File: src/hdl/pid_pkg.sv
package pid_pkg;

   // --------------------------------------------------
   // Datapath widths and counts
   // --------------------------------------------------

   // Number of PID output channels and the width of a channel index
   localparam int N_CHAN = 8;
   localparam int W_CHAN = 3;

   // ADC source tag and signed sample widths
   localparam int W_SRC  = 5;
   localparam int W_DATA = 18;

   // Proportional gain is unsigned, integrator and result are signed and wrap
   localparam int W_KP  = 8;
   localparam int W_ACC = 24;

   // Sample FIFO depth and result buffer depth (also the initial credit count)
   localparam int FIFO_DEPTH = 16;
   localparam int N_CREDIT   = 4;

   // Derived pointer and counter widths
   localparam int W_FIFO_PTR = $clog2(FIFO_DEPTH);
   localparam int W_RES_PTR  = $clog2(N_CREDIT);
   localparam int W_CREDIT   = $clog2(N_CREDIT + 1);
   localparam logic [W_CREDIT-1:0] CREDIT_INIT = N_CREDIT[W_CREDIT-1:0];

   // A source select with the top bit set matches no ADC source tag
   localparam logic [W_SRC:0] NULL_SRC = {1'b1, {W_SRC{1'b0}}};

   // Register opcodes on the configuration write bus
   typedef enum logic [1:0] {
      CFG_SRC_SEL  = 2'd0,
      CFG_CHAN_EN  = 2'd1,
      CFG_SETPOINT = 2'd2,
      CFG_KP       = 2'd3
   } cfg_addr_t;

endpackage

File: src/hdl/instr_if.sv
`timescale 1ns/1ps

// --------------------------------------------------
// Credit-based instruction channel, dispatcher to filter
// --------------------------------------------------
interface instr_if;

   // One instruction beat per cycle that valid is high
   logic                        valid;
   logic [pid_pkg::W_CHAN-1:0]  chan;
   logic [pid_pkg::W_DATA-1:0]  data;

   // Single-cycle pulse from the filter, one per freed result slot
   logic                        credit;

   // The dispatcher side spends credits
   modport src (
      output valid,
      output chan,
      output data,
      input  credit
   );

   // The filter side returns them
   modport dst (
      input  valid,
      input  chan,
      input  data,
      output credit
   );

endinterface

File: src/hdl/instr_dispatch.sv
`timescale 1ns/1ps

module instr_dispatch (
   input  logic                        clk_in,
   input  logic                        reset,
   input  logic                        head_valid,
   input  logic [pid_pkg::W_SRC-1:0]   head_src,
   input  logic [pid_pkg::W_DATA-1:0]  head_data,
   input  logic                        wr_en,
   input  pid_pkg::cfg_addr_t          wr_addr,
   input  logic [pid_pkg::W_CHAN-1:0]  wr_chan,
   input  logic [pid_pkg::W_DATA-1:0]  wr_data,
   output logic                        pop,
   instr_if.src                        instr
);

   // --------------------------------------------------
   // Routing table
   // --------------------------------------------------

   // Each output channel selects one ADC source, or NULL_SRC for none
   logic [pid_pkg::W_SRC:0]     src_sel [pid_pkg::N_CHAN];
   logic [pid_pkg::N_CHAN-1:0]  chan_en;

   // Only the routing opcodes are handled here, the filter takes the rest
   always_ff @(posedge clk_in) begin
      if (reset) begin
         for (int i = 0; i < pid_pkg::N_CHAN; i++) begin
            src_sel[i] <= pid_pkg::NULL_SRC;
         end
         chan_en <= '0;
      end else if (wr_en) begin
         case (wr_addr)
            pid_pkg::CFG_SRC_SEL: src_sel[wr_chan] <= wr_data[pid_pkg::W_SRC:0];
            pid_pkg::CFG_CHAN_EN: chan_en[wr_chan] <= wr_data[0];
            default: ;
         endcase
      end
   end

   // --------------------------------------------------
   // Channel search
   // --------------------------------------------------

   // Channels already served for the sample now at the FIFO head
   logic [pid_pkg::N_CHAN-1:0]  done;
   logic                        hit;
   logic [pid_pkg::W_CHAN-1:0]  sel_chan;

   // Scanning from the top down leaves the lowest matching channel selected
   always_comb begin
      hit      = 1'b0;
      sel_chan = '0;
      for (int i = pid_pkg::N_CHAN - 1; i >= 0; i--) begin
         if (src_sel[i] == {1'b0, head_src} && !done[i]) begin
            hit      = 1'b1;
            sel_chan = i[pid_pkg::W_CHAN-1:0];
         end
      end
   end

   // --------------------------------------------------
   // Credits and issue
   // --------------------------------------------------

   // Free result slots in the filter, the only credit check in the design
   logic [pid_pkg::W_CREDIT-1:0] credits;
   logic                         have_credit;
   logic                         advance;

   assign have_credit = (credits != '0);

   // A disabled channel is marked off without needing a credit
   assign advance = head_valid && hit && (!chan_en[sel_chan] || have_credit);

   // Issue only for enabled channels, and release the sample once nothing matches
   assign instr.valid = head_valid && hit && chan_en[sel_chan] && have_credit;
   assign instr.chan  = sel_chan;
   assign instr.data  = head_data;
   assign pop         = head_valid && !hit;

   always_ff @(posedge clk_in) begin
      if (reset) begin
         done <= '0;
      end else if (pop) begin
         // The next sample starts with every channel unserved
         done <= '0;
      end else if (advance) begin
         done[sel_chan] <= 1'b1;
      end
   end

   // A beat and a returned credit in one cycle cancel out
   always_ff @(posedge clk_in) begin
      if (reset) begin
         credits <= pid_pkg::CREDIT_INIT;
      end else begin
         case ({instr.valid, instr.credit})
            2'b10:   credits <= credits - 1'b1;
            2'b01:   credits <= credits + 1'b1;
            default: credits <= credits;
         endcase
      end
   end

endmodule

File: src/hdl/pid_core_top.sv
`timescale 1ns/1ps

module pid_core_top (
   input  logic                        clk_in,
   input  logic                        reset,
   input  logic                        in_valid,
   input  logic [pid_pkg::W_SRC-1:0]   in_src,
   input  logic [pid_pkg::W_DATA-1:0]  in_data,
   input  logic                        wr_en,
   input  pid_pkg::cfg_addr_t          wr_addr,
   input  logic [pid_pkg::W_CHAN-1:0]  wr_chan,
   input  logic [pid_pkg::W_DATA-1:0]  wr_data,
   input  logic                        res_ready,
   output logic                        in_full,
   output logic                        res_valid,
   output logic [pid_pkg::W_CHAN-1:0]  res_chan,
   output logic [pid_pkg::W_ACC-1:0]   res_data
);

   // --------------------------------------------------
   // FIFO head to dispatcher
   // --------------------------------------------------
   logic                        head_valid;
   logic [pid_pkg::W_SRC-1:0]   head_src;
   logic [pid_pkg::W_DATA-1:0]  head_data;
   logic                        head_pop;

   // Credited instruction path from dispatcher to filter
   instr_if instr_bus ();

   // Tagged ADC samples wait here until every routed channel is served
   sample_fifo fifo0 (
      .clk_in     (clk_in),
      .reset      (reset),
      .in_valid   (in_valid),
      .in_src     (in_src),
      .in_data    (in_data),
      .pop        (head_pop),
      .head_valid (head_valid),
      .head_src   (head_src),
      .head_data  (head_data),
      .full       (in_full)
   );

   // Fans each sample out into one instruction per routed channel
   instr_dispatch dispatch0 (
      .clk_in     (clk_in),
      .reset      (reset),
      .head_valid (head_valid),
      .head_src   (head_src),
      .head_data  (head_data),
      .wr_en      (wr_en),
      .wr_addr    (wr_addr),
      .wr_chan    (wr_chan),
      .wr_data    (wr_data),
      .pop        (head_pop),
      .instr      (instr_bus.src)
   );

   // PI arithmetic and the result buffer that owns the credits
   pid_filter filter0 (
      .clk_in     (clk_in),
      .reset      (reset),
      .wr_en      (wr_en),
      .wr_addr    (wr_addr),
      .wr_chan    (wr_chan),
      .wr_data    (wr_data),
      .res_ready  (res_ready),
      .instr      (instr_bus.dst),
      .res_valid  (res_valid),
      .res_chan   (res_chan),
      .res_data   (res_data)
   );

endmodule

File: src/hdl/pid_filter.sv
`timescale 1ns/1ps

module pid_filter (
   input  logic                        clk_in,
   input  logic                        reset,
   input  logic                        wr_en,
   input  pid_pkg::cfg_addr_t          wr_addr,
   input  logic [pid_pkg::W_CHAN-1:0]  wr_chan,
   input  logic [pid_pkg::W_DATA-1:0]  wr_data,
   input  logic                        res_ready,
   instr_if.dst                        instr,
   output logic                        res_valid,
   output logic [pid_pkg::W_CHAN-1:0]  res_chan,
   output logic [pid_pkg::W_ACC-1:0]   res_data
);

   // --------------------------------------------------
   // Per-channel configuration
   // --------------------------------------------------
   logic signed [pid_pkg::W_DATA-1:0] setpoint [pid_pkg::N_CHAN];
   logic [pid_pkg::W_KP-1:0]          kp       [pid_pkg::N_CHAN];

   // Setpoint and gain only, routing opcodes belong to the dispatcher
   always_ff @(posedge clk_in) begin
      if (reset) begin
         for (int i = 0; i < pid_pkg::N_CHAN; i++) begin
            setpoint[i] <= '0;
            kp[i]       <= '0;
         end
      end else if (wr_en) begin
         case (wr_addr)
            pid_pkg::CFG_SETPOINT: setpoint[wr_chan] <= $signed(wr_data);
            pid_pkg::CFG_KP:       kp[wr_chan] <= wr_data[pid_pkg::W_KP-1:0];
            default: ;
         endcase
      end
   end

   // --------------------------------------------------
   // Stage one, error and proportional term
   // --------------------------------------------------
   logic signed [pid_pkg::W_ACC-1:0] sample_ext;
   logic signed [pid_pkg::W_ACC-1:0] setpoint_ext;
   logic signed [pid_pkg::W_ACC-1:0] err;
   logic signed [pid_pkg::W_ACC-1:0] prod;

   // Both operands are sign-extended so the error is exact before any wrap
   assign sample_ext   = $signed(instr.data);
   assign setpoint_ext = setpoint[instr.chan];
   assign err          = sample_ext - setpoint_ext;

   // Gain gets a zero sign bit so the multiply stays signed
   assign prod = err * $signed({1'b0, kp[instr.chan]});

   logic                             s1_valid;
   logic [pid_pkg::W_CHAN-1:0]       s1_chan;
   logic signed [pid_pkg::W_ACC-1:0] s1_err;
   logic signed [pid_pkg::W_ACC-1:0] s1_prod;

   always_ff @(posedge clk_in) begin
      if (reset) s1_valid <= 1'b0;
      else       s1_valid <= instr.valid;
   end

   always_ff @(posedge clk_in) begin
      s1_chan <= instr.chan;
      s1_err  <= err;
      s1_prod <= prod;
   end

   // --------------------------------------------------
   // Stage two, integrator and result
   // --------------------------------------------------
   logic signed [pid_pkg::W_ACC-1:0] integ [pid_pkg::N_CHAN];
   logic signed [pid_pkg::W_ACC-1:0] new_integ;
   logic signed [pid_pkg::W_ACC-1:0] result;

   // Read and write back happen in this one stage, so back-to-back beats
   // on the same channel always see the latest integrator
   assign new_integ = integ[s1_chan] + s1_err;
   assign result    = s1_prod + new_integ;

   always_ff @(posedge clk_in) begin
      if (reset) begin
         for (int i = 0; i < pid_pkg::N_CHAN; i++) begin
            integ[i] <= '0;
         end
      end else if (s1_valid) begin
         integ[s1_chan] <= new_integ;
      end
   end

   // --------------------------------------------------
   // Result buffer
   // --------------------------------------------------
   logic [pid_pkg::W_CHAN-1:0]   buf_chan [pid_pkg::N_CREDIT];
   logic [pid_pkg::W_ACC-1:0]    buf_data [pid_pkg::N_CREDIT];
   logic [pid_pkg::W_RES_PTR-1:0] buf_wr_ptr;
   logic [pid_pkg::W_RES_PTR-1:0] buf_rd_ptr;
   logic [pid_pkg::W_RES_PTR:0]   buf_count;
   logic                          res_pop;

   // Credits keep the buffer from overflowing, so pushes are never refused
   assign res_valid = (buf_count != '0);
   assign res_chan  = buf_chan[buf_rd_ptr];
   assign res_data  = buf_data[buf_rd_ptr];
   assign res_pop   = res_valid && res_ready;

   always_ff @(posedge clk_in) begin
      if (s1_valid) begin
         buf_chan[buf_wr_ptr] <= s1_chan;
         buf_data[buf_wr_ptr] <= result;
      end
   end

   always_ff @(posedge clk_in) begin
      if (reset) begin
         buf_wr_ptr   <= '0;
         buf_rd_ptr   <= '0;
         buf_count    <= '0;
         instr.credit <= 1'b0;
      end else begin
         if (s1_valid) buf_wr_ptr <= buf_wr_ptr + 1'b1;
         if (res_pop)  buf_rd_ptr <= buf_rd_ptr + 1'b1;
         case ({s1_valid, res_pop})
            2'b10:   buf_count <= buf_count + 1'b1;
            2'b01:   buf_count <= buf_count - 1'b1;
            default: buf_count <= buf_count;
         endcase
         // Each popped result hands one slot back to the dispatcher
         instr.credit <= res_pop;
      end
   end

endmodule

File: src/hdl/sample_fifo.sv
`timescale 1ns/1ps

module sample_fifo (
   input  logic                        clk_in,
   input  logic                        reset,
   input  logic                        in_valid,
   input  logic [pid_pkg::W_SRC-1:0]   in_src,
   input  logic [pid_pkg::W_DATA-1:0]  in_data,
   input  logic                        pop,
   output logic                        head_valid,
   output logic [pid_pkg::W_SRC-1:0]   head_src,
   output logic [pid_pkg::W_DATA-1:0]  head_data,
   output logic                        full
);

   // --------------------------------------------------
   // Storage and pointers
   // --------------------------------------------------

   // Source tag and sample are stored side by side in one slot
   logic [pid_pkg::W_SRC-1:0]      src_mem  [pid_pkg::FIFO_DEPTH];
   logic [pid_pkg::W_DATA-1:0]     data_mem [pid_pkg::FIFO_DEPTH];
   logic [pid_pkg::W_FIFO_PTR-1:0] wr_ptr;
   logic [pid_pkg::W_FIFO_PTR-1:0] rd_ptr;

   // One extra bit so that a full buffer is distinct from an empty one
   logic [pid_pkg::W_FIFO_PTR:0]   count;
   logic                           push;
   logic                           drop;

   // Writes while full are lost, pops on an empty buffer are ignored
   assign push = in_valid && !full;
   assign drop = pop && head_valid;

   // Depth is a power of two, so the count MSB alone flags a full buffer
   assign full       = count[pid_pkg::W_FIFO_PTR];
   assign head_valid = (count != '0);

   // The head is read straight from the array, with no read latency
   assign head_src  = src_mem[rd_ptr];
   assign head_data = data_mem[rd_ptr];

   always_ff @(posedge clk_in) begin
      if (push) begin
         src_mem[wr_ptr]  <= in_src;
         data_mem[wr_ptr] <= in_data;
      end
   end

   // Pointers wrap naturally at the array size
   always_ff @(posedge clk_in) begin
      if (reset) begin
         wr_ptr <= '0;
         rd_ptr <= '0;
         count  <= '0;
      end else begin
         if (push) wr_ptr <= wr_ptr + 1'b1;
         if (drop) rd_ptr <= rd_ptr + 1'b1;
         case ({push, drop})
            2'b10:   count <= count + 1'b1;
            2'b01:   count <= count - 1'b1;
            default: count <= count;
         endcase
      end
   end

endmodule

File: config.mk
export PLATFORM = sky130hd
export DESIGN_NAME = pid_core_top
export DESIGN_NICKNAME = d
export VERILOG_FILES = /design/src/hdl/pid_pkg.sv /design/src/hdl/instr_if.sv /design/src/hdl/instr_dispatch.sv /design/src/hdl/pid_core_top.sv /design/src/hdl/pid_filter.sv /design/src/hdl/sample_fifo.sv
export SDC_FILE = /design/constraint.sdc
export NUM_CORES = 2
export LEC_CHECK = 0
export BUFFER_PORTS_ARGS = -buffer_cell sky130_fd_sc_hd__buf_2
export CORE_MARGIN = 10
export CORE_UTILIZATION = 45
export CTS_CLUSTER_SIZE = 10
export DETAILED_ROUTE_END_ITERATION = 12
export PLACE_DENSITY_LB_ADDON = 0.1
export SLEW_MARGIN = 15
export SYNTH_ARGS = -nofsm -noshare
export SYNTH_HDL_FRONTEND = slang
export SYNTH_SLANG_ARGS = --single-unit
File: constraint.sdc
create_clock -name clk_in -period 13.09 [get_ports clk_in]
set_input_delay 1.9635 -clock clk_in [delete_from_list [all_inputs] [get_ports clk_in]]
set_output_delay 1.9635 -clock clk_in [all_outputs]
set_load 0.005 [all_outputs]
==> impl_metrics.prom <==
# TYPE chip_impl_metric gauge
chip_impl_info{name="clock-root-buffer",value="sky130_fd_sc_hd__clkbuf_16"} 1
chip_impl_metric{name="ys_types",unit=""} 83
chip_impl_metric{name="rows",unit=""} 119
chip_impl_metric{name="detail_route.wl_per_cell",unit="um"} 25.04
chip_impl_metric{name="holdBufCountCts",unit=""} 0
chip_impl_metric{name="postLayoutCoreUtil",unit="%"} 50.88
chip_impl_metric{name="drt-initial-drc-count",unit=""} 2510
chip_impl_metric{name="critical_path.max_stage_delay",unit="ns"} 0.66
chip_impl_metric{name="setup-tns-final",unit="ns"} 0
chip_impl_metric{name="floorplan.die.width",unit="um"} 345.8
chip_impl_metric{name="antenna_found_initial",unit=""} 11
chip_impl_metric{name="grt.overflow.total",unit=""} 0
chip_impl_metric{name="syn_area_per_cell",unit="um^2"} 13.97
chip_impl_metric{name="grt_pass1_wl",unit="um"} 188600
chip_impl_metric{name="final_max_slew_viols",unit=""} 0
chip_impl_metric{name="finish.net_count",unit=""} 3839
chip_impl_metric{name="final_period_minus_worst_setup_slack",unit="ns"} 12.11
chip_impl_metric{name="remaining_drc_errors",unit=""} 0
chip_impl_metric{name="design.core.area",unit="um^2"} 105400
chip_impl_metric{name="number_of_flops_mapped_to_enable_cells_by_yosys",unit=""} 924
chip_impl_metric{name="final-hold-violation-count",unit=""} 0
chip_impl_metric{name="cts.clk_slew.worst_paths",unit="ns"} 0.06
chip_impl_metric{name="tightest_slew",unit="ns"} 1.169
chip_impl_metric{name="place_congestion",unit=""} 0.8428
chip_impl_metric{name="cts_inserted_buffers",unit=""} 116
chip_impl_metric{name="num-fill-cells",unit=""} 8993
chip_impl_metric{name="synthCells",unit=""} 3420
chip_impl_metric{name="htree_num_levels",unit=""} 3
chip_impl_info{name="worst_path_most_repeated_cell",value="sky130_fd_sc_hd__fa_1"} 1
chip_impl_info{name="timing.critical_path.from_type",value="register"} 1
chip_impl_metric{name="clock_skew",unit="ns"} 0.05768
chip_impl_metric{name="dr.pass1.iters",unit=""} 8
chip_impl_metric{name="crit_required",unit="ns"} 13.67
chip_impl_metric{name="die_area",unit="um^2"} 119600
chip_impl_info{name="critical_path.slowest_cell",value="sky130_fd_sc_hd__mux4_2"} 1
chip_impl_info{name="holdCritPathClass",value="register to register"} 1
chip_impl_metric{name="fmaxAchievable",unit="MHz"} 82.55
chip_impl_metric{name="worst_endpoint_data_arrival_time",unit="ns"} 12.69
chip_impl_metric{name="portBuffers",unit=""} 79
chip_impl_info{name="critPathCaptureType",value="register"} 1
chip_impl_info{name="whs_endpoint",value="filter0.buf_count[2]$_SDFFE_PP0P_"} 1
chip_impl_metric{name="post_drt_via_cell_ratio",unit=""} 5.612
chip_impl_metric{name="cts.sink_count",unit=""} 1017
chip_impl_info{name="status",value="complete, no violations"} 1
chip_impl_metric{name="die_h",unit="um"} 345.8
chip_impl_metric{name="fin_cells",unit=""} 5026
chip_impl_metric{name="ios",unit=""} 80
chip_impl_metric{name="global_route.usage.total",unit="%"} 20.88
chip_impl_metric{name="post-place-cells",unit=""} 4819
chip_impl_info{name="ys.flop_type",value="sky130_fd_sc_hd__edfxtp_1"} 1
chip_impl_metric{name="detailed_place_hpwl",unit="um"} 79950
chip_impl_info{name="rr_endpoint",value="filter0.s1_prod[23]$_DFF_P_"} 1
chip_impl_metric{name="route.final.wire_length",unit="um"} 125800
chip_impl_info{name="tritoncts",value="done"} 1
chip_impl_info{name="timing.setup.critical_path_class",value="register to register"} 1
chip_impl_metric{name="clockBufferDepth",unit=""} 3
chip_impl_metric{name="synth_warnings",unit=""} 0
chip_impl_metric{name="min_period_over_period",unit="%"} 92.55
chip_impl_metric{name="worst_r2r_path_depth",unit=""} 42
chip_impl_info{name="rsz_0062_raised_after_global_routing",value="false"} 1
chip_impl_metric{name="timing.hold.ws",unit="ns"} 0.4854
chip_impl_metric{name="reg2reg_slack",unit="ns"} 0.98
chip_impl_metric{name="synth.yosys.seq_area_share",unit="%"} 61.97
chip_impl_metric{name="pin_count_of_the_biggest_net_entering_global_routing",unit=""} 65
chip_impl_metric{name="remaining_number_of_nets_flagged_by_the_antenna_check_after_routing",unit=""} 0
chip_impl_metric{name="postSynthRegisterBits",unit=""} 1017
chip_impl_metric{name="grt_pass1_vias",unit=""} 29280
chip_impl_metric{name="syn-cell-area",unit="um^2"} 47780
chip_impl_metric{name="final_layout_size_suffix_gt1_share",unit="%"} 15.04
chip_impl_metric{name="hold-path-cell-count",unit=""} 2
chip_impl_metric{name="route.vias.total",unit=""} 28210
chip_impl_metric{name="asyncSetResetFlopFracSynth",unit="%"} 0
chip_impl_metric{name="cap_violations",unit=""} 0
chip_impl_metric{name="worst_slew_margin_rel",unit="%"} 21.86
chip_impl_metric{name="finalSetupViolCount",unit=""} 0
chip_impl_metric{name="insertion_delay",unit="ns"} 0.72
chip_impl_metric{name="area_growth_syn_to_layout",unit="%"} 12.25
chip_impl_metric{name="synth_fp_nets",unit=""} 3710
chip_impl_metric{name="critical_path.max_fanout",unit=""} 16
chip_impl_metric{name="floorplan.initialDensity",unit="%"} 45.32
chip_impl_info{name="hold_path_startpoint",value="filter0.buf_count[2]$_SDFFE_PP0P_"} 1
[cell families (layout without fill, tap and decap cells)]
group	Yosys count	after routing	share of synthesized area (%)
simple gates	1052	1052	11.12
flops	1017	1017	61.97
compound gates	416	416	5.971
buf+inv	390	601	3.171
fa+ha+maj	239	239	8.018
mux	171	171	7.259
xor+xnor	135	135	2.490
other cells	0	4	0
[per-stage QoR]
stage / area, um^2 / worst slack (ns)
2_1_floorplan: 47780 / 2.274
3_3_place_gp: 50020 / 0.9438
3_5_place_dp: 50020 / 0.7462
4_1_cts: 53550 / 0.6448
5_1_grt: 53630 / 0.1314
6_report: 53630 / 0.9755
[critical path, delay by kind of cell, from the launching register on]
family | cells | cell delay (ns)
xor+xnor | 1 | 0.22
flops | 1 | 0.55
mux | 2 | 1.21
simple gates | 11 | 2.88
fa+ha+maj | 7 | 3.04
compound gates | 16 | 3.34
buf+inv | 5 | 0.68
[cell type report]
cell class	count	area, um^2	area share, %
clock buffer	188	3307	6.166
sequential	1017	29620	55.23
multi-input combinational	2013	16810	31.35
antenna	4	10.01	0.01866
timing repair buffer	156	997.2	1.859
clock inverter	12	224.0	0.4176
inverter	245	919.6	1.715
tap	1391	1740	3.245
[cells in the mapped netlist (7+ instances only)]
master,n,area (um^2)
sky130_fd_sc_hd__and3_1,31,193.9
sky130_fd_sc_hd__a21oi_1,89,445.4
sky130_fd_sc_hd__ha_1,127,1589
sky130_fd_sc_hd__or4_1,7,52.55
sky130_fd_sc_hd__a31oi_1,10,62.56
sky130_fd_sc_hd__o21ai_0,43,215.2
sky130_fd_sc_hd__or2_2,37,231.5
sky130_fd_sc_hd__nand4_1,34,212.7
sky130_fd_sc_hd__nor3_1,26,130.1
sky130_fd_sc_hd__nor2b_1,18,112.6
sky130_fd_sc_hd__xnor2_1,85,744.5
sky130_fd_sc_hd__a211oi_1,7,52.55
sky130_fd_sc_hd__edfxtp_1,924,27750
sky130_fd_sc_hd__inv_1,244,915.9
sky130_fd_sc_hd__nor2_1,380,1426
sky130_fd_sc_hd__a22o_1,10,87.58
sky130_fd_sc_hd__or3_1,17,106.4
sky130_fd_sc_hd__nand2b_1,18,112.6
sky130_fd_sc_hd__o21bai_1,19,142.6
sky130_fd_sc_hd__mux4_2,138,3108
sky130_fd_sc_hd__a21boi_0,8,60.06
sky130_fd_sc_hd__dfxtp_1,93,1862
sky130_fd_sc_hd__buf_2,17,85.08
sky130_fd_sc_hd__a222oi_1,7,70.07
sky130_fd_sc_hd__nand3_1,19,95.09
sky130_fd_sc_hd__a2111oi_0,8,70.07
sky130_fd_sc_hd__xor2_1,49,429.2
sky130_fd_sc_hd__mux2i_1,25,250.2
sky130_fd_sc_hd__fa_1,112,2242
sky130_fd_sc_hd__o22ai_1,22,137.6
sky130_fd_sc_hd__o211ai_1,14,105.1
sky130_fd_sc_hd__buf_1,12,45.04
sky130_fd_sc_hd__clkbuf_1,111,416.7
sky130_fd_sc_hd__and2_1,265,1658
sky130_fd_sc_hd__a22oi_1,119,893.4
sky130_fd_sc_hd__a21o_1,18,135.1
sky130_fd_sc_hd__nand2_1,164,615.6
[cell usage in the layout (no fill, tap or decap), types with 75 or more instances in the layout]
cell type	netlist	layout
sky130_fd_sc_hd__a22oi_1	119	119
sky130_fd_sc_hd__a21oi_1	89	89
sky130_fd_sc_hd__xnor2_1	85	85
sky130_fd_sc_hd__buf_4	2	75
sky130_fd_sc_hd__fa_1	112	112
sky130_fd_sc_hd__mux4_2	138	138
sky130_fd_sc_hd__and2_1	265	265
sky130_fd_sc_hd__nor2_1	380	359
sky130_fd_sc_hd__clkbuf_16	0	119
sky130_fd_sc_hd__ha_1	127	127
sky130_fd_sc_hd__inv_1	244	244
sky130_fd_sc_hd__edfxtp_1	924	924
sky130_fd_sc_hd__buf_2	17	79
sky130_fd_sc_hd__nand2_1	164	164
sky130_fd_sc_hd__dfxtp_1	93	89
[how the worst max path moves through the flow]
stage	start	endpoint	slack, ns	cells past startpoint
floorplan	register	filter0.s1_prod[23]$_DFF_P_	2.27	46
global placement	register	filter0.s1_prod[23]$_DFF_P_	0.94	41
detailed placement	register	filter0.s1_prod[23]$_DFF_P_	0.75	40
CTS	register	filter0.s1_prod[23]$_DFF_P_	0.64	41
global route	register	filter0.s1_prod[23]$_DFF_P_	0.13	43
finish	register	filter0.s1_prod[23]$_DFF_P_	0.98	42
[sequential cells by signal, summed over array words and instances, names as in the netlist, 2 cells and up, named ones only]
name,cells
fifo0.data_mem,288
filter0.integ,192
filter0.setpoint,144
filter0.buf_data,96
fifo0.src_mem,80
filter0.kp,64
dispatch0.src_sel,48
filter0.s1_prod,24
filter0.s1_err,19
filter0.buf_chan,12
dispatch0.chan_en,8
dispatch0.done,8
fifo0.count,5
fifo0.rd_ptr,4
fifo0.wr_ptr,4
dispatch0.credits,3
filter0.buf_count,3
filter0.s1_chan,3
filter0.buf_rd_ptr,2
filter0.buf_wr_ptr,2
[layer usage]
layer / track usage [%] / vias to the layer above / wire [um]
met5: 0 / - / 75
met4: 7.921 / 12 / 4526
met3: 3.390 / 243 / 7066
met2: 35.30 / 855 / 61870
met1: 26.86 / 14400 / 52310
li1: - / 12700 / -
[timing repair]
action	4_1_cts	5_1_grt
setup buffers	0	2
endpoints found under the setup margin	0	1
resized for setup	0	4
Power is not shown: default switching activity piles up to over one toggle a cycle in this logic, so the estimate is an artifact.
